### src/source/lsu_pkg.sv
// Types internal to the load/store unit
// The issuer's instruction tag, the access size and the record that
// travels with each load until its data comes back from memory

`default_nettype none

package lsu_pkg;

    typedef logic [2:0] id_t;

    // Matches the low two bits of funct3
    typedef enum logic [1:0] {
        SIZE_BYTE = 2'b00,
        SIZE_HALF = 2'b01,
        SIZE_WORD = 2'b10
    } access_size_t;

    // What load_align needs to finish a load, plus its writeback tag
    typedef struct packed {
        logic is_signed;
        access_size_t size;
        logic [1:0] byte_addr;
        id_t id;
    } load_attr_t;

endpackage

`default_nettype wire

### src/source/load_align.sv
// Load data alignment
// Picks the addressed byte or halfword out of the returned memory word and
// sign- or zero-extends it to 32 bits; words pass through unchanged

`timescale 1ns/1ns
`default_nettype none

module load_align (
    input  logic [31:0] word_data,
    input  lsu_pkg::load_attr_t attr,
    output logic [31:0] result
);
    import lsu_pkg::*;

    logic [7:0] byte_val;
    logic [15:0] half_val;
    logic byte_sign;
    logic half_sign;

    assign byte_val = word_data[8*attr.byte_addr +: 8];
    // Halfwords are aligned, so bit 1 of the address selects the half
    assign half_val = attr.byte_addr[1] ? word_data[31:16] : word_data[15:0];

    assign byte_sign = attr.is_signed & byte_val[7];
    assign half_sign = attr.is_signed & half_val[15];

    always_comb begin
        case (attr.size)
            SIZE_BYTE: result = {{24{byte_sign}}, byte_val};
            SIZE_HALF: result = {{16{half_sign}}, half_val};
            default:   result = word_data;
        endcase
    end

endmodule

`default_nettype wire

### config.mk
export PLATFORM = sky130hd
export DESIGN_NAME = load_align
export DESIGN_NICKNAME = d
export VERILOG_FILES = /design/src/source/lsu_pkg.sv /design/src/source/load_align.sv
export SDC_FILE = /design/constraint.sdc
export NUM_CORES = 1
export LEC_CHECK = 0
export ABC_AREA = 0
export BUFFER_PORTS_ARGS = -buffer_cell sky130_fd_sc_hd__buf_2
export CAP_MARGIN = 5
export CORE_MARGIN = 2
export CORE_UTILIZATION = 41
export DETAILED_ROUTE_END_ITERATION = 10
export PLACE_DENSITY = 0.95
export SLEW_MARGIN = 20
export SYNTH_ARGS = -nofsm -noshare
export SYNTH_HDL_FRONTEND = slang
export SYNTH_SLANG_ARGS = --single-unit
export TNS_END_PERCENT = 1
### constraint.sdc
create_clock -name vclk -period 4.1
set_input_delay 0.82 -clock vclk [all_inputs]
set_output_delay 0.82 -clock vclk [all_outputs]
set_load 0.02 [all_outputs]
=== Word level (Yosys, flattened, before mapping) ===
Cells that the tools add are included.

* Mux-type cells: 2
* Shift-type cells: 1
* Reductions and logical operators: 1
* Equal/unequal tests: 1
* Bitwise gates (word level): 2

{| class="wikitable"
|+ Operators by type and width
! operator !! number
|-
| $pmux W32 S2 || 1
|-
| $shiftx A32 B6 Y8 || 1
|-
| $mux W16 || 1
|-
| $and A1 B1 Y1 || 2
|-
| $eq A2 B1 Y1 const B || 1
|-
| $logic_not A2 Y1 || 1
|}

* Word-level logic and storage cells: 7
* Input port bits: 40
* Register bits: 0
* Output and inout bits: 32

=== Longest topological paths before layout ===
* Depth in word-level cells: 3
* Depth in mapped cells: 6
* Depth with buffers taken out: 4

=== Worst setup path before layout ===
Ideal clock, no wire load.

* Path kind: in2out
* Start point: input attr[3] (netlist bit)
* End point: output result[0]
* Stages: 5
* Data arrival time: 1.851 ns
* Required time: 3.280 ns
* Buffers on the path: 1
* Slack: 1.429 ns
* Path through: nor2b_2 > buf_2 > nor2b_2 > a22oi_1 > o21ai_0

* Word-level cells in the longest chain between the ends: 2

{| class="wikitable"
|+ Ends and longest elaborated chain
! item !! RTL line !! text
|-
| from (decl) || load_align.sv:10 || <nowiki>input lsu_pkg::load_attr_t attr,</nowiki>
|-
| $shiftx A32 B6 Y8 || load_align.sv:20 || <nowiki>assign byte_val = word_data[8*attr.byte_addr +: 8];</nowiki>
|-
| $pmux W32 S2 || load_align.sv:28 || <nowiki>case (attr.size)</nowiki>
|-
| to (decl) || load_align.sv:11 || <nowiki>output logic [31:0] result</nowiki>
|}

Every way passes these cells.

=== Worst setup path after layout ===
* Start point: input attr[6] (netlist bit)
* End point: output result[13]

* Word-level cells in the longest chain between the ends: 2
* Elaborated cells on any way between the ends: 3
* Those cells by class: eq/ne (1); mux (1); reduce/logical (1)

{| class="wikitable"
|+ Ends and longest elaborated chain
! item !! RTL line
|-
| $eq A2 B1 Y1 or $logic_not A2 Y1 (tied branches) || load_align.sv:28
|-
| $pmux W32 S2 (*) || load_align.sv:28
|}

Mark *: on every way between the ends. The rest lies on a longest branch, timed or not.

==> flow_metrics.tcl <==
set metrics [dict create \
    rows 14 \
    gp_congestion 0.743 \
    required_ns 3.28 \
    max_freq_ghz 0.319 \
    critPathLaunchType "input pin" \
    seq_area_um2 0 \
    status "finished clean" \
    synth_area_leaders "nand2_1, a221o_2, nand2b_1" \
    syn_to_final_growth_pct 43.8 \
    finalCritPeriodShare 0.764 \
    grt.total_usage 0.218 \
    p_leak_nw 0.648 \
    tightest_slew_ns 0.642 \
    syn_inst 123 \
    hp-class "input pin to primary output" \
    avgViaCountPerCell 5.30 \
    syn_nets 163 \
    initial_core_util 0.453 \
    crit_buf_inv 2 \
    syn_area_per_cell_um2 5.74 \
    grt_overflow 0 \
    hold_viol_final 0 \
    drive_gt1_frac 0.456 \
    cts_hold_buf 0 \
    ctsResizeCount 0 \
    cp-end-kind "primary output" \
    die_w_um 45.5 \
    setup_violations 0 \
    slew_headroom 0.571 \
    wirelength_um 2330 \
    grt_pass1_vias 855 \
    worst-setup-path-type "input pin to primary output" \
    drcViolationCount 0 \
    finalCriticalPeriod_ns 3.13 \
    postRouteAntennaNets 0 \
    firstDrtPassIters 5 \
    min_from "word_data[0]" \
    fin_tns_setup_ns 0 \
    io_buffers 69 \
    yosysUniqueCellTypes 26 \
    power_density_nw_per_um2 157 \
    die_h_um 45.5 \
    crit_chain "buf_2 > nor2b_1 > a21o_1 > a221o_2 > buf_2" \
    via_count 1050 \
    final_nets 224 \
    cpLargestDelayFamily "buffers and inverters" \
    yosys.area.top_type_share 0.293 \
    grt_pass1_wl_um 3590 \
    slowest_delay_ns 0.45 \
    maxCapViolCount 0 \
    holdPathEnd "result[0]" \
    io_pins 72 \
    fin_util 0.651 \
    grt_max_degree 38 \
    coreArea_um2 1560 \
    antenna_found_initial 0 \
    synth_area_leader_cell "nand2_1" \
    cts_setup_buffers 0 \
    cp_slowest_cell "buf_2" \
    n_fill_cell 150 \
    irDropWorstVdd_mv 0.0731 \
    clkbuf_count 0 \
    ys_seq_area_frac 0 \
    syn_area_um2 706 \
    slew_violations 0 \
    synth_warnings 0 \
    diodes 0 \
    flops_and_latches 0 \
    hold_depth 4 \
    crit_path_max_fanout 37 \
    dieArea_um2 2070 \
    rsz0062_at_grt "no" \
    crit_path_frequent_cell "buf_2" \
    drt_iter0_drc 17 \
    arrival_ns 2.31 \
    wl_per_cell_um 11.8 \
]
cell families after synthesis:
| logic type | share of synthesized area |
|---|---|
| AO/OA/AOI/OAI | 0.385 |
| buffers and inverters | 0.0904 |
| multiplexers | 0.0443 |
| AND/OR/NAND/NOR | 0.481 |
worst min-delay path, delay by kind of cell:
kind | cells | cell delay [ns]
buf+inv | 2 | 0.24
simple gates | 1 | 0.03
compound gates | 1 | 0.05
power by group:
part	total, mW	internal [mW]	switching, mW
logic	0.159	0.0634	0.0956
clock network	0	0	0
registers	0	0	0
cell usage after synthesis (2+ instances only):
library cell,count
nor2b_1,3
buf_2,3
a221o_2,8
nor2b_2,2
a21oi_1,3
a2bb2oi_1,3
o21ai_0,4
o22a_1,3
buf_4,4
nand2_1,55
nand2b_1,7
nor2_1,4
a22oi_1,4
a21o_1,3
clkbuf_1,3
mux2i_1,2
and2b_1,2
inv_1,2
cells in the final DEF, fill, tap and decap left out:
cell / count
nor2b_2: 2
a22oi_1: 4
a2bb2oi_1: 3
and2b_1: 2
o21bai_1: 1
a21oi_1: 3
a221o_2: 8
a31oi_1: 1
nor2b_1: 3
a221oi_1: 1
o21ai_0: 4
o22ai_1: 1
a22oi_2: 1
nand2b_1: 7
o22a_1: 3
nor2_1: 4
inv_1: 2
buf_2: 69
mux2_2: 1
nand2_2: 1
a21o_1: 3
mux2i_1: 2
nand2_1: 55
nor3_4: 1
per-stage QoR:
stage,cell area [um2],worst slack (ns),hold slack [ns],instances,power [mW]
2_1_floorplan,706,1.43,1.81,123,0.106
4_1_cts,1010,0.977,1.96,198,0.159
5_1_grt,1010,0.853,1.99,198,0.175
6_report,1010,0.969,1.96,198,0.159
3_3_place_gp,1010,1.01,1.96,198,0.156
3_5_place_dp,1010,0.979,1.96,198,0.159
area by class of cell:
class	count	area, um2	area share
Multi-Input combinational cell	111	642	0.633
Timing Repair Buffer	69	345	0.340
Tap cell	16	20.0	0.0197
Inverter	2	7.51	0.00740
routing by layer:
metal / wire [um] / track usage / up-vias / share of wire
li1: - / - / 544 / -
met1: 1000 / 0.314 / 450 / 0.43
met2: 1080 / 0.372 / 56 / 0.46
met3: 247 / 0.0159 / 0 / 0.11
met4: 0 / 0.00588 / 0 / 0
met5: 0 / 0 / - / 0
how the worst max path moves through the flow:
stage,slack (ns),cells past startpoint,end,startpoint
floorplan,1.43,5,result[0],attr[3]
global placement,1.01,5,result[13],attr[6]
detailed placement,0.98,5,result[11],attr[6]
CTS,0.98,5,result[11],attr[6]
global route,0.85,5,result[13],attr[6]
finish,0.97,5,result[13],attr[6]
Power figures use the tool's default switching activity.
