===== src/source/lsu_pkg.sv =====
// Types internal to the load/store unit
// The issuer's instruction tag, the access size and the record that
// travels with each load until its data comes back from memory

`default_nettype none

package lsu_pkg;

    typedef logic [2:0] id_t;

    // Matches the low two bits of funct3
    typedef enum logic [1:0] {
        SIZE_BYTE = 2'b00,
        SIZE_HALF = 2'b01,
        SIZE_WORD = 2'b10
    } access_size_t;

    // What load_align needs to finish a load, plus its writeback tag
    typedef struct packed {
        logic is_signed;
        access_size_t size;
        logic [1:0] byte_addr;
        id_t id;
    } load_attr_t;

endpackage

`default_nettype wire


===== src/source/load_attr_fifo.sv =====
// Attribute FIFO for loads in flight
// Circular buffer with an occupancy count. The head entry is always on
// data_out. Push and pop may happen together, also when the FIFO is full,
// so a depth equal to the memory latency sustains one load per cycle.

`timescale 1ns/1ns
`default_nettype none

module load_attr_fifo #(
    parameter int DEPTH = 1
) (
    input  logic clk,
    input  logic rst,
    input  logic push,
    input  logic pop,
    input  lsu_pkg::load_attr_t data_in,
    output lsu_pkg::load_attr_t data_out,
    output logic full,
    output logic empty
);
    import lsu_pkg::*;

    localparam int PTR_W = (DEPTH > 1) ? $clog2(DEPTH) : 1;
    localparam int COUNT_W = $clog2(DEPTH + 1);

    load_attr_t entries [DEPTH];
    logic [PTR_W-1:0] wr_ptr;
    logic [PTR_W-1:0] rd_ptr;
    logic [COUNT_W-1:0] count;

    always_ff @(posedge clk) begin
        if (push)
            entries[wr_ptr] <= data_in;
    end

    always_ff @(posedge clk) begin
        if (rst) begin
            wr_ptr <= '0;
            rd_ptr <= '0;
            count <= '0;
        end else begin
            if (push)
                wr_ptr <= (wr_ptr == PTR_W'(DEPTH - 1)) ? '0 : wr_ptr + 1'b1;
            if (pop)
                rd_ptr <= (rd_ptr == PTR_W'(DEPTH - 1)) ? '0 : rd_ptr + 1'b1;
            if (push && !pop)
                count <= count + 1'b1;
            else if (pop && !push)
                count <= count - 1'b1;
        end
    end

    assign data_out = entries[rd_ptr];
    assign full = (count == COUNT_W'(DEPTH));
    assign empty = (count == '0);

endmodule

`default_nettype wire


===== config.mk =====
export PLATFORM = sky130hd
export DESIGN_NAME = load_attr_fifo
export DESIGN_NICKNAME = d
export VERILOG_FILES = /design/src/source/lsu_pkg.sv /design/src/source/load_attr_fifo.sv
export SDC_FILE = /design/constraint.sdc
export NUM_CORES = 1
export LEC_CHECK = 0
export BUFFER_PORTS_ARGS = -buffer_cell sky130_fd_sc_hd__clkbuf_2
export CAP_MARGIN = 20
export CORE_AREA = 2 2 39 41
export DETAILED_ROUTE_END_ITERATION = 8
export DIE_AREA = 0 0 41 43
export SETUP_SLACK_MARGIN = 0.15
export SLEW_MARGIN = 20
export SYNTH_ARGS = -nofsm -noshare
export SYNTH_HDL_FRONTEND = slang
export SYNTH_SLANG_ARGS = --single-unit

===== constraint.sdc =====
create_clock -name clk -period 1.1 [get_ports clk]
set_clock_uncertainty 0.05 [all_clocks]
set_input_delay 0.165 -clock clk [delete_from_list [all_inputs] [get_ports clk]]
set_output_delay 0.165 -clock clk [all_outputs]
set_load 0.03 [all_outputs]

### Word level (Yosys, flattened, before mapping)

Memories as Yosys holds them, arrays and structs flattened.
Cells that the tools add are included.

* add/sub/neg operators: 2
* bitwise operators: 1
* mux-type cells: 4
* reduce and logical (&&, ||, !) cells: 5

Operators with widths (count)
* 1-bit 2-to-1 mux: 4
* 1-bit logical AND: 2
* 1-bit zero test: 2
* 2-bit nonzero test: 1
* 1-bit adder, second input constant: 1
* 1-bit NOT: 1
* 1-bit subtractor, second input constant: 1

* RAM bits: 8
* flip-flop bits (word level): 1
* bits of input ports: 12
* logic and storage cells: 14
* output and inout port bits: 10
* memories: 1

Memories
* entries: depth 1, width 8, rd ports 1, clocked after Yosys merged registers in 0, write ports 1, line load_attr_fifo.sv:26 `load_attr_t entries [DEPTH];`

### Depth between registers and ports, before layout

* depth after elaboration: 4
* gate-level depth with buffers: 2
* mapped depth without buffers: 2

### Worst setup path after synthesis

No wires, ideal clock.

* kind: reg2reg
* start point: reg count (netlist: full)
* end point: reg count (netlist: full)
* arrival time: 1.013 ns
* path slack: -0.027 ns
* setup time: 0.064 ns
* required time: 0.986 ns
* cell stages (with the launch flop): 3
* clock period less this slack: 1.127 ns
* path buffers: 0
* cells stage by stage: dfxtp_1 xnor3_1 nor2_1

* word-level cells in the longest chain between the ends: 3
* elaborated cells between the ends (all ways): 4
* those cells by class: add/sub: 2; mux: 2

RTL lines
* start, declared: line load_attr_fifo.sv:29 `logic [COUNT_W-1:0] count;`
* start signal, assigned: line load_attr_fifo.sv:47 `count <= count + 1'b1;`
* start signal, assigned: line load_attr_fifo.sv:49 `count <= count - 1'b1;`
* 1-bit subtractor: line load_attr_fifo.sv:49
* 1-bit 2-to-1 mux: line load_attr_fifo.sv:48 `else if (pop && !push)`
* 1-bit 2-to-1 mux *: line load_attr_fifo.sv:46 `if (push && !pop)`

Every way passes the cells marked *; elsewhere a longest branch is shown, timed or not. The select of a mux whose other input is x is not followed.
A chain may end at the register's enable or synchronous reset.

==> flow_metrics.py <==
metrics = {
    "die": {
        "io_pins": 22,
        "start_util": 0.2098,
        "die_area_sq_um": 1763,
        "die_w_um": 41,
        "core-area_sq_um": 1384,
        "num_rows": 14,
        "dieHeight_um": 43,
    },
    "routing": {
        "ant_nets": 0,
        "viasPerCell": 3.704,
        "routed_wl_um": 592,
        "drc_errors": 0,
        "vias": 200,
        "wire_per_inst_um": 10.96,
        "first_iter_violations": 2,
        "drtPass1Iterations": 2,
    },
    "sta": {
        "rsz0062_at_grt": "true",
        "post-route-period-util": 0.9386,
        "worst_slew_pin_slew_ns": 0.1078,
        "final.min_clock_period_ns": 1.032,
        "finalMaxSlewViolations": 0,
        "finalSetupViolCount": 0,
        "hold_violations": 0,
        "slew_headroom": 0.9281,
        "tns_ns": 0,
        "fmax_mhz": 968.6,
    },
    "grt": {
        "grt_pass1_wl_um": 855,
        "grt-ovfl-total": 0,
        "grt_max_degree": 9,
        "grt.busiest_layer": "met2",
        "use_met2": 0.1219,
        "use_met1": 0.08081,
        "antenna_found_initial": 0,
        "grtUsageMet3": 0.03141,
        "grt_pass1_vias": 211,
        "grt_usage": 0.08248,
    },
    "synthesis": {
        "syn_area_sq_um": 290.3,
        "synth_area_per_cell_sq_um": 24.19,
        "synth_compound_area_frac": 0,
        "synthCells": 12,
        "synth_top_area_cell": "edfxtp_1",
        "synth_fp_nets": 24,
        "synthXorXnorAreaFrac": 0.07759,
        "yosysTopAreaCellShare": 0.8276,
        "synth.yosys.warnings": 0,
        "synth_seq_cells": 9,
        "ys_types": 5,
        "synth_mux_area_frac": 0,
        "synthTopCellsByArea": "edfxtp_1, xnor3_1, dfxtp_1, inv_1, nor2_1",
        "synth-adder-area-share": 0,
        "synth-seq-area-share": 0.8966,
        "synth_top_family_by_area": "XOR/XNOR gates",
        "synth-simple-area-share": 0.01293,
    },
    "power_and_ir_drop": {
        "irDropWorstVdd_uv": 605.5,
        "pwr_density_cell_nw_per_um2": 1615,
        "total_leakage_power_nw": 0.2437,
    },
    "finish": {
        "nets": 51,
        "final_util": 0.3915,
        "drive_gt1_frac": 0.7105,
        "diodes": 0,
        "syn2layout_area_growth_pct": 86.64,
    },
    "worst_setup_path": {
        "r2r-start": "full",
        "crit_fanout": 1,
        "cp-start-kind": "flip-flop",
        "cpPeakStageDelay_ns": 0.41,
        "worstPathCellList": "buf_8",
        "rrSetupSlack_ns": 0.34,
        "ff2ff_path_depth": 2,
        "cp_top_family": "flip-flops",
        "required_ns": 0.88,
        "crit_arrival_ns": 0.82,
        "endpoint_kind": "output port",
        "crit_type": "reg2out",
        "slowest_stage": "edfxtp_1",
        "path_buf_inv": 1,
        "reg2reg_to": "full",
    },
    "outcome": {
        "status": "completed",
    },
    "clocking": {
        "cts_root_buffer": "clkbuf_4",
        "path_clk_slew_ns": 0.06,
        "cts_post_setup_buffers_inserted": 0,
        "cts_buffer_depth": 2,
        "clock-sinks": 9,
        "cts_tree": "yes",
        "h-tree-depth": 1,
        "insertion_delay_ns": 0.25,
        "numCtsBuffers": 3,
    },
    "worst_hold_path": {
        "hp-class": "in2reg",
        "whs_path_depth": 2,
        "hold_end": "full",
        "hp-start": "rst",
    },
    "place": {
        "gp_routability_congestion": 0.6065,
        "io_buffer_count": 21,
    },
    "job": {
        "cap_violations": 0,
    },
}
==> cell usage in the layout (no fill, tap or decap) <==
cell and count:
clkbuf_2 11, edfxtp_1 8, clkbuf_8 6, clkbuf_4 3, buf_8 3, inv_2 1, xnor3_1 1, nor2_1 1
clkbuf_1 1, dfxtp_4 1, buf_6 1, buf_4 1
==> metal layers <==
| layer | part of all wire | routed length (um) |
|---|---|---|
| met5 | 0 | 0 |
| met4 | 0 | 0 |
| met3 | 0.14 | 84 |
| met2 | 0.45 | 269 |
| met1 | 0.40 | 238 |
==> area by class of cell <==
| cell class | count | area, sq um |
|---|---|---|
| repair buffers | 22 | 201.4 |
| flip-flops and latches | 9 | 264.0 |
| clock buffers | 4 | 26.28 |
| well taps | 16 | 20.02 |
| multi-input cells | 2 | 26.28 |
| fillers | 142 | 842.1 |
| inverters | 1 | 3.754 |
==> where the power goes <==
group / switching (W) / internal [W]
logic: 0.000101 / 0.000107
clock network: 0.000103 / 0.000139
registers: 0.0000183 / 0.000407
total: 0.000222 / 0.000653
==> stage by stage <==
step	cells	area, sq um	hold slack [ns]	total power (W)	setup slack (ns)
4_1_cts	54	534.3	0.006821	0.0008772	0.04306
5_1_grt	54	541.8	0.0004698	0.0009123	0.03028
3_3_place_gp	50	426.7	0.2681	0.0005716	0.2861
6_report	54	541.8	0.01452	0.0008752	0.06759
3_5_place_dp	50	426.7	0.2784	0.0005754	0.2720
2_1_floorplan	12	294.0	0.1777	0.0005136	0.3133
==> Yosys cell counts <==
cell type  instances
nor2_1             1
edfxtp_1           8
xnor3_1            1
inv_1              1
dfxtp_1            1
==> flip-flops by register name, indices dropped and copies added (netlist names) <==
| signal | count |
|---|---|
| full | 1 |
| entries | 8 |
==> worst max path at each step <==
stage | cells after the start | endpoint | startpoint | slack, ns
2_1_floorplan | 2 | full | full | 0.31
3_3_place_gp | 3 | full | push | 0.29
3_5_place_dp | 3 | full | push | 0.27
4_1_cts | 1 | data_out[6] | entries[0][6] | 0.04
5_1_grt | 1 | data_out[6] | entries[0][6] | 0.03
6_report | 1 | data_out[6] | entries[0][6] | 0.07
==> what timing repair did <==
action,4_1_cts,5_1_grt
hold buffers,0,0
endpoints found under the setup margin,10,10
hold endpoints to repair,0,0
resized for setup,20,5
==> cell families (layout without fill, tap and decap cells) <==
logic type / count (synthesis) / in the layout
buffers and inverters: 1 / 27
and+or+nand+nor: 1 / 1
xor gates and xnor gates: 1 / 1
DFF: 9 / 9
No activity file was read; power rests on OpenSTA's default activity.
