**config.mk**
```make
export PLATFORM = sky130hd
export DESIGN_NAME = ls_decode
export DESIGN_NICKNAME = d
export VERILOG_FILES = /design/src/source/lsu_pkg.sv /design/src/source/riscv_pkg.sv /design/src/source/ls_decode.sv
export SDC_FILE = /design/constraint.sdc
export NUM_CORES = 1
export LEC_CHECK = 0
export BUFFER_PORTS_ARGS = -buffer_cell sky130_fd_sc_hd__clkbuf_2
export CAP_MARGIN = 10
export CELL_PAD_IN_SITES_DETAIL_PLACEMENT = 0
export CELL_PAD_IN_SITES_GLOBAL_PLACEMENT = 1
export CORE_MARGIN = 2
export CORE_UTILIZATION = 30
export DETAILED_ROUTE_END_ITERATION = 7
export PLACE_DENSITY = 0.95
export SLEW_MARGIN = 20
export SYNTH_ARGS = -nofsm -noshare
export SYNTH_HDL_FRONTEND = slang
export SYNTH_SLANG_ARGS = --single-unit
```
**constraint.sdc**
```tcl
create_clock -name vclk -period 11.25
set_clock_uncertainty 0.2 [all_clocks]
set_input_delay 0.5625 -clock vclk [all_inputs]
set_output_delay 0.5625 -clock vclk [all_outputs]
set_load 0.05 [all_outputs]
```
**src/source/lsu_pkg.sv**
```systemverilog
// Types internal to the load/store unit
// The issuer's instruction tag, the access size and the record that
// travels with each load until its data comes back from memory

`default_nettype none

package lsu_pkg;

    typedef logic [2:0] id_t;

    // Matches the low two bits of funct3
    typedef enum logic [1:0] {
        SIZE_BYTE = 2'b00,
        SIZE_HALF = 2'b01,
        SIZE_WORD = 2'b10
    } access_size_t;

    // What load_align needs to finish a load, plus its writeback tag
    typedef struct packed {
        logic is_signed;
        access_size_t size;
        logic [1:0] byte_addr;
        id_t id;
    } load_attr_t;

endpackage

`default_nettype wire

```
**src/source/riscv_pkg.sv**
```systemverilog
// RISC-V encodings used by the load/store unit
// Major opcodes and funct3 values for the RV32I integer loads and stores,
// plus the exception causes raised for misaligned accesses
// Import inside a module body, or use scoped names in port lists

`default_nettype none

package riscv_pkg;

    typedef logic [31:0] inst_t;
    typedef logic [6:0] opcode_t;
    typedef logic [2:0] fn3_t;
    typedef logic [4:0] exc_code_t;

    //////////////////////////////////////////////////
    // Major opcodes
    localparam opcode_t LOAD_OPCODE = 7'b0000011;
    localparam opcode_t STORE_OPCODE = 7'b0100011;

    //////////////////////////////////////////////////
    // funct3 for LB/SB, LH/SH, LW/SW and the unsigned loads
    localparam fn3_t LS_B_FN3 = 3'b000;
    localparam fn3_t LS_H_FN3 = 3'b001;
    localparam fn3_t LS_W_FN3 = 3'b010;
    localparam fn3_t L_BU_FN3 = 3'b100;
    localparam fn3_t L_HU_FN3 = 3'b101;

    //////////////////////////////////////////////////
    // Exception causes (mcause encoding)
    localparam exc_code_t LOAD_ADDR_MISALIGNED = 5'd4;
    localparam exc_code_t STORE_ADDR_MISALIGNED = 5'd6;

endpackage

`default_nettype wire
```
**src/source/ls_decode.sv**
```systemverilog
// Decode stage of the load/store unit
// Recognizes RV32I loads and stores, adds rs1 to the sign-extended offset,
// builds byte enables, places store data in its byte lanes and flags
// misaligned halfword and word accesses. Purely combinational.

`timescale 1ns/1ns
`default_nettype none

module ls_decode (
    input  riscv_pkg::inst_t instruction,
    input  logic [31:0] rs1_data,
    input  logic [31:0] rs2_data,
    input  lsu_pkg::id_t id,
    output logic unit_needed,
    output logic is_load,
    output logic is_store,
    output logic misaligned,
    output logic [31:0] address,
    output logic [3:0] byte_en,
    output logic [31:0] store_data,
    output lsu_pkg::load_attr_t attr
);
    import riscv_pkg::*;
    import lsu_pkg::*;

    opcode_t opcode;
    fn3_t fn3;
    logic [11:0] offset;
    access_size_t size;

    assign opcode = instruction[6:0];
    assign fn3 = instruction[14:12];

    assign is_load = (opcode == LOAD_OPCODE) &&
        (fn3 inside {LS_B_FN3, LS_H_FN3, LS_W_FN3, L_BU_FN3, L_HU_FN3});
    assign is_store = (opcode == STORE_OPCODE) && (fn3 inside {LS_B_FN3, LS_H_FN3, LS_W_FN3});
    assign unit_needed = is_load | is_store;

    //////////////////////////////////////////////////
    // Effective address
    // S-type splits the immediate around rd
    assign offset = is_store ? {instruction[31:25], instruction[11:7]} : instruction[31:20];
    assign address = rs1_data + {{20{offset[11]}}, offset};

    assign size = access_size_t'(fn3[1:0]);

    assign misaligned = unit_needed &&
        (((size == SIZE_HALF) && address[0]) || ((size == SIZE_WORD) && (address[1:0] != 2'b00)));

    //////////////////////////////////////////////////
    // Store lanes
    always_comb begin
        case (size)
            SIZE_BYTE: byte_en = 4'b0001 << address[1:0];
            SIZE_HALF: byte_en = 4'b0011 << {address[1], 1'b0};
            default:   byte_en = 4'b1111;
        endcase
    end

    assign store_data = rs2_data << {address[1:0], 3'b000};

    // LBU and LHU have funct3[2] set
    assign attr = '{
        is_signed: ~fn3[2],
        size:      size,
        byte_addr: address[1:0],
        id:        id
    };

endmodule

`default_nettype wire

```
Word-level counts from Yosys, hierarchy flattened
Cells that the tools add are included.
{"block": "totals", "output_inout_bits": 80, "word_cells": 27, "ff_bits": 0, "inputBits": 99}
{"block": "op_classes", "n_addsub": 1, "n_mux": 2, "reduce_logical": 11, "bitwise": 2, "shifts": 3, "n_eq_ne": 8}
{"operator": "$add A32 B32 Y32", "n": 1}
{"operator": "$shl A32 B5 Y32", "n": 1}
{"operator": "$pmux W4 S2", "n": 1}
{"operator": "$eq A7 B2 Y1 const B", "n": 1}
{"operator": "$eq A7 B6 Y1 const B", "n": 1}
{"operator": "$eq A3 B3 Y1 const B", "n": 2}
{"operator": "$logic_and A1 B1 Y1", "n": 5}
{"operator": "$mux W5", "n": 1}
{"operator": "$reduce_bool A5 Y1", "n": 1}
{"operator": "$shl A1 B2 Y4 const A", "n": 1}
{"operator": "$shl A2 B2 Y4 const A", "n": 1}
{"operator": "$eq A3 B1 Y1 const B", "n": 1}
{"operator": "$eq A3 B2 Y1 const B", "n": 1}
{"operator": "$logic_not A3 Y1", "n": 1}
{"operator": "$reduce_bool A3 Y1", "n": 1}
{"operator": "$eq A2 B1 Y1 const B", "n": 1}
{"operator": "$eq A2 B2 Y1 const B", "n": 1}
{"operator": "$logic_not A2 Y1", "n": 1}
{"operator": "$reduce_bool A2 Y1", "n": 1}
{"operator": "$logic_or A1 B1 Y1", "n": 1}
{"operator": "$not A1 Y1", "n": 1}
{"operator": "$or A1 B1 Y1", "n": 1}

Longest topological paths before layout
{"block": "depth", "depth_word": 9, "ltp_mapped": 18, "mapped_depth_nobuf": 16}

Worst setup path before layout
No wires, ideal clock.
{"block": "synth_path", "kind": "input-to-output", "startpoint": "input port instruction[3]", "endpoint": "output port misaligned", "slack_ns": 5.102, "n_path_buf": 3, "required_ns": 10.488, "arrival_ns": 5.386, "path_stages": 13, "path_cell_list": "nor4b_1 nand4b_1 or3b_2 clkbuf_1 inv_1 nand2_1 nand2_1 ha_1 fa_1 clkbuf_1 buf_1 nor2_1 nor4_1"}
{"block": "synth_via", "elab_chain_cells": 8}
{"element": "start, declared", "line": "ls_decode.sv:10", "text": "input riscv_pkg::inst_t instruction,"}
{"element": "$eq A7 B6 Y1", "line": "ls_decode.sv:36", "text": "assign is_store = (opcode == STORE_OPCODE) && (fn3 inside {LS_B_FN3, LS_H_FN3, LS_W_FN3});"}
{"element": "$logic_and A1 B1 Y1", "line": "ls_decode.sv:36"}
{"element": "named net is_store", "line": "ls_decode.sv:16", "text": "output logic is_store,"}
{"element": "$mux W5", "line": "ls_decode.sv:42", "text": "assign offset = is_store ? {instruction[31:25], instruction[11:7]} : instruction[31:20];"}
{"element": "$add A32 B32 Y32", "line": "ls_decode.sv:43", "text": "assign address = rs1_data + {{20{offset[11]}}, offset};"}
{"element": "named net address[1]", "line": "ls_decode.sv:18", "text": "output logic [31:0] address,"}
{"element": "$reduce_bool A2 Y1", "line": "ls_decode.sv:48", "text": "(((size == SIZE_HALF) && address[0]) || ((size == SIZE_WORD) && (address[1:0] != 2'b00)));"}
{"element": "$logic_and A1 B1 Y1", "line": "ls_decode.sv:48"}
{"element": "$logic_or A1 B1 Y1", "line": "ls_decode.sv:48"}
{"element": "$logic_and A1 B1 Y1", "line": "ls_decode.sv:47", "text": "assign misaligned = unit_needed &&"}
{"element": "end, declared", "line": "ls_decode.sv:17", "text": "output logic misaligned,"}
The timed path passes the listed nets, and every way through them passes these cells.

Worst setup path in the final report
{"block": "layout_path", "startpoint": "input port instruction[3]", "endpoint": "output port address[30]"}
{"block": "layout_via", "elab_chain_cells": 4}
{"element": "$eq A7 B6 Y1", "line": "ls_decode.sv:36"}
{"element": "$logic_and A1 B1 Y1", "line": "ls_decode.sv:36"}
{"element": "$mux W5", "line": "ls_decode.sv:42"}
{"element": "$add A32 B32 Y32", "line": "ls_decode.sv:43"}
{"element": "end, declared", "line": "ls_decode.sv:18"}
No other way between the ends.

==> qor.log <==
qor: grt.grt_remaining_overflow 0
qor: sta.setup_repair_after_global_routing_missed_its_margin false
qor: floorplanning.horiz_die_dim 93.39 µm
qor: grt.number_of_global_route_vias_before_repair 2,785
qor: logic_synthesis.synth_area_leaders sky130_fd_sc_hd__ha_1 (16%), sky130_fd_sc_hd__a21oi_1 (7.7%), sky130_fd_sc_hd__mux2i_1 (7.1%)
qor: critical_path.type_of_destination_of_the_critical_path output pin
qor: logic_synthesis.synth.distinct_cells 54
qor: cells_and_area.layout_commonest_cell sky130_fd_sc_hd__clkbuf_2
qor: grt.grt_util_all_layers 16.88%
qor: critical_path.worstSetupStartpointType primary input
qor: placed_design.port_buffers 168
qor: cells_and_area.final_nets 632
qor: logic_synthesis.syn_inst 352
qor: sta.max-slew-margin-rel 63.54%
qor: power_and_ir_drop.share_clk_of_total_power 0%
qor: floorplanning.ios 179
qor: min_path.hp-class primary input to output pin
qor: sta.hold_violations 0
qor: outcome.status complete, no violations
qor: critical_path.classification_of_the_worst_setup_path primary input to output pin
qor: logic_synthesis.cell_type_with_the_highest_aggregate_area_in_the_netlist sky130_fd_sc_hd__ha_1
qor: job.max-cap-violations 0
qor: critical_path.worst-endpoint-arrival 4510 ps
qor: min_path.hold_depth 0
qor: routing.avgViaCountPerCell 5.097
qor: cells_and_area.layout.clock_buffers 0
qor: sta.finalCriticalPeriod 5276 ps
qor: grt.grt_start_max_net_pins 40
qor: cells_and_area.num-fill-cells 826
qor: logic_synthesis.syn-mean-instance-area 6.811 µm²
qor: power_and_ir_drop.power.share.combinational 100.0%
qor: sta.fmax 189.6 MHz
qor: cells_and_area.drive_gt1_share 36.27%
qor: power_and_ir_drop.power.density 112.7 mW/mm²
qor: logic_synthesis.mappedNetlistArea 0.002397 mm²
qor: logic_synthesis.syn-num-nets 483
qor: min_path.hold_start id[2]
qor: floorplanning.initial_utilization 31.02%
qor: critical_path.timing.critical_path.slowest_stage_cell sky130_fd_sc_hd__or3b_2
qor: routing.via_count 3,063
qor: floorplanning.placeableCoreArea 0.007727 mm²
qor: sta.period_share 46.89%
qor: cells_and_area.n_antenna_cell 0
qor: sta.setup_total_negative_slack 0 ps
qor: power_and_ir_drop.swShare 72.98%
qor: cells_and_area.layout_overhead_on_the_synthesized_area 36.27%
qor: placed_design.dpl_worst_slack 6059 ps
qor: grt.grt_antenna_before_repair 0
qor: critical_path.largest_fanout_on_the_critical_path 6
qor: floorplanning.die_height 93.39 µm
qor: placed_design.gpl.final_weighted_congestion 0.8552
qor: clock_tree.cts_repair_resize_count 0
qor: critical_path.timing.critical_path.cells clkbuf_2 -> nor4b_1 -> nand4b_1 -> or3b_2 -> inv_1 -> nand2_1 -> nand2_1 -> ha_1 -> fa_1 -> a21o_1 -> a21oi_2 -> nor2b_1 -> o22a_2 -> a31oi_4 -> o31ai_2 -> a41oi_1 -> xnor2_1 -> clkbuf_2
qor: clock_tree.post-cts-setup-buffer-count 0
qor: critical_path.delay_of_the_slowest_critical_path_stage 560 ps
qor: routing.routed_wl 8125 µm
qor: power_and_ir_drop.net-switching-power 0.2686 mW
qor: logic_synthesis.portion_of_the_post_synthesis_area_used_by_sequential_elements 0%
qor: grt.first_pass_grt_wire_length 12,510 µm
qor: placed_design.post-dp-hpwl 7031 µm
qor: min_path.min_to attr[2]
qor: cells_and_area.nFlopsAndLatches 0
qor: routing.detail-route-antenna-nets 0
qor: routing.number_of_drc_violations_after_detailed_routing_iteration_0 62
qor: sta.holdWs 925.0 ps
qor: logic_synthesis.synthesis.yosys.warnings 0
qor: cells_and_area.seqCellArea 0 µm²
qor: sta.timing_worst_slew_pin_value 545.7 ps
qor: power_and_ir_drop.max-vdd-ir-drop 0.08074 mV
qor: routing.drt-wirelength-per-cell 13.52 µm
qor: critical_path.cp_data_required_time 10,490 ps
qor: sta.final.setup.worst_slack 5974 ps
qor: logic_synthesis.synth_top_area_share 16.18%
qor: routing.route.detailed.drc 0
qor: power_and_ir_drop.p_leak 1.784 nW
qor: floorplanning.floorplan.die_area 0.008722 mm²
qor: sta.finalSetupViolations 0
qor: clock_tree.cts_hold_buffers 0
qor: sta.drv_slew 0
qor: power_and_ir_drop.power.share.sequential 0%
qor: floorplanning.fp-row-count 32
qor: cells_and_area.highest_count_cells_in_the_layout_ignoring_fill_and_taps sky130_fd_sc_hd__clkbuf_2 (168), sky130_fd_sc_hd__nand2_1 (44), sky130_fd_sc_hd__a21oi_1 (37)
qor: power_and_ir_drop.p_int 0.09943 mW
qor: routing.drt_pre_antenna_iters 4
## metrics by stage
step,instance area (µm²),cells,power (mW),util [%]
after CTS,3267,601,0.3698,42.28
after detailed placement,3267,601,0.3683,42.28
after floorplan,2397,352,0.2875,-
after global placement,3267,601,0.3664,42.28
final,3267,601,0.3680,42.28
after global routing,3267,601,0.3911,42.28
## worst max-delay path, delay by kind of cell
kind | cells | cell delay (ps)
simple gates | 6 | 1430
buf+inv | 3 | 550
fa+ha+maj | 2 | 450
compound gates | 6 | 1310
xor+xnor | 1 | 200
## cell type report
type | instances | area (µm²) | share of cell area (%)
inverter | 7 | 26.28 | 0.8043
multi-input combinational | 322 | 2257 | 69.09
tap | 102 | 127.6 | 3.907
timing repair buffer | 170 | 855.8 | 26.20
## cell usage after synthesis, drive strengths merged, types with 12 or more instances
master and number:
nand2 44, a21oi 39, ha 31, o21ai 24
nor2 23, a21o 20, xnor2 18, mux2i 17
nor2b 14, a211oi 12, and2 12, clkbuf 12
## layer usage
layer / share of wire, % / vias to the layer above / global-route usage (%)
met1: 40 / 1366 / 19.76
met5: 0 / - / 0
met2: 50 / 114 / 33.27
li1: - / 1577 / -
met3: 8.4 / 6 / 2.256
met4: 0.78 / 0 / 1.593
## worst max-delay path by stage
stage               depth (start not counted)  slack (ps)     endpoint           start
CTS                                        18        6030  address[30]  instruction[3]
finish                                     18        5970  address[30]  instruction[3]
global route                               18        5710  address[30]  instruction[3]
floorplan                                  13        5100   misaligned  instruction[3]
detailed placement                         18        6060  address[30]  instruction[3]
global placement                           17        6060  address[30]  instruction[3]
## power by group through the flow
| stage | Sequential [mW] | Clock, mW | Combinational, mW |
|---|---|---|---|
| after detailed placement | 0 | 0 | 0.368 |
| final | 0 | 0 | 0.368 |
| after global placement | 0 | 0 | 0.366 |
| after floorplan | 0 | 0 | 0.287 |
| after global routing | 0 | 0 | 0.391 |
| after CTS | 0 | 0 | 0.370 |
## kinds of logic (layout without fill, tap and decap cells)
| family | Yosys count | count (layout) | synth area share, % |
|---|---|---|---|
| mux | 17 | 17 | 7.098 |
| compound gates | 125 | 125 | 35.18 |
| buf+inv | 30 | 177 | 5.845 |
| fa+ha+maj | 32 | 32 | 17.01 |
| xor+xnor | 29 | 29 | 10.59 |
| simple gates | 119 | 119 | 24.27 |
Note: power is estimated with default switching activity, not from simulation.
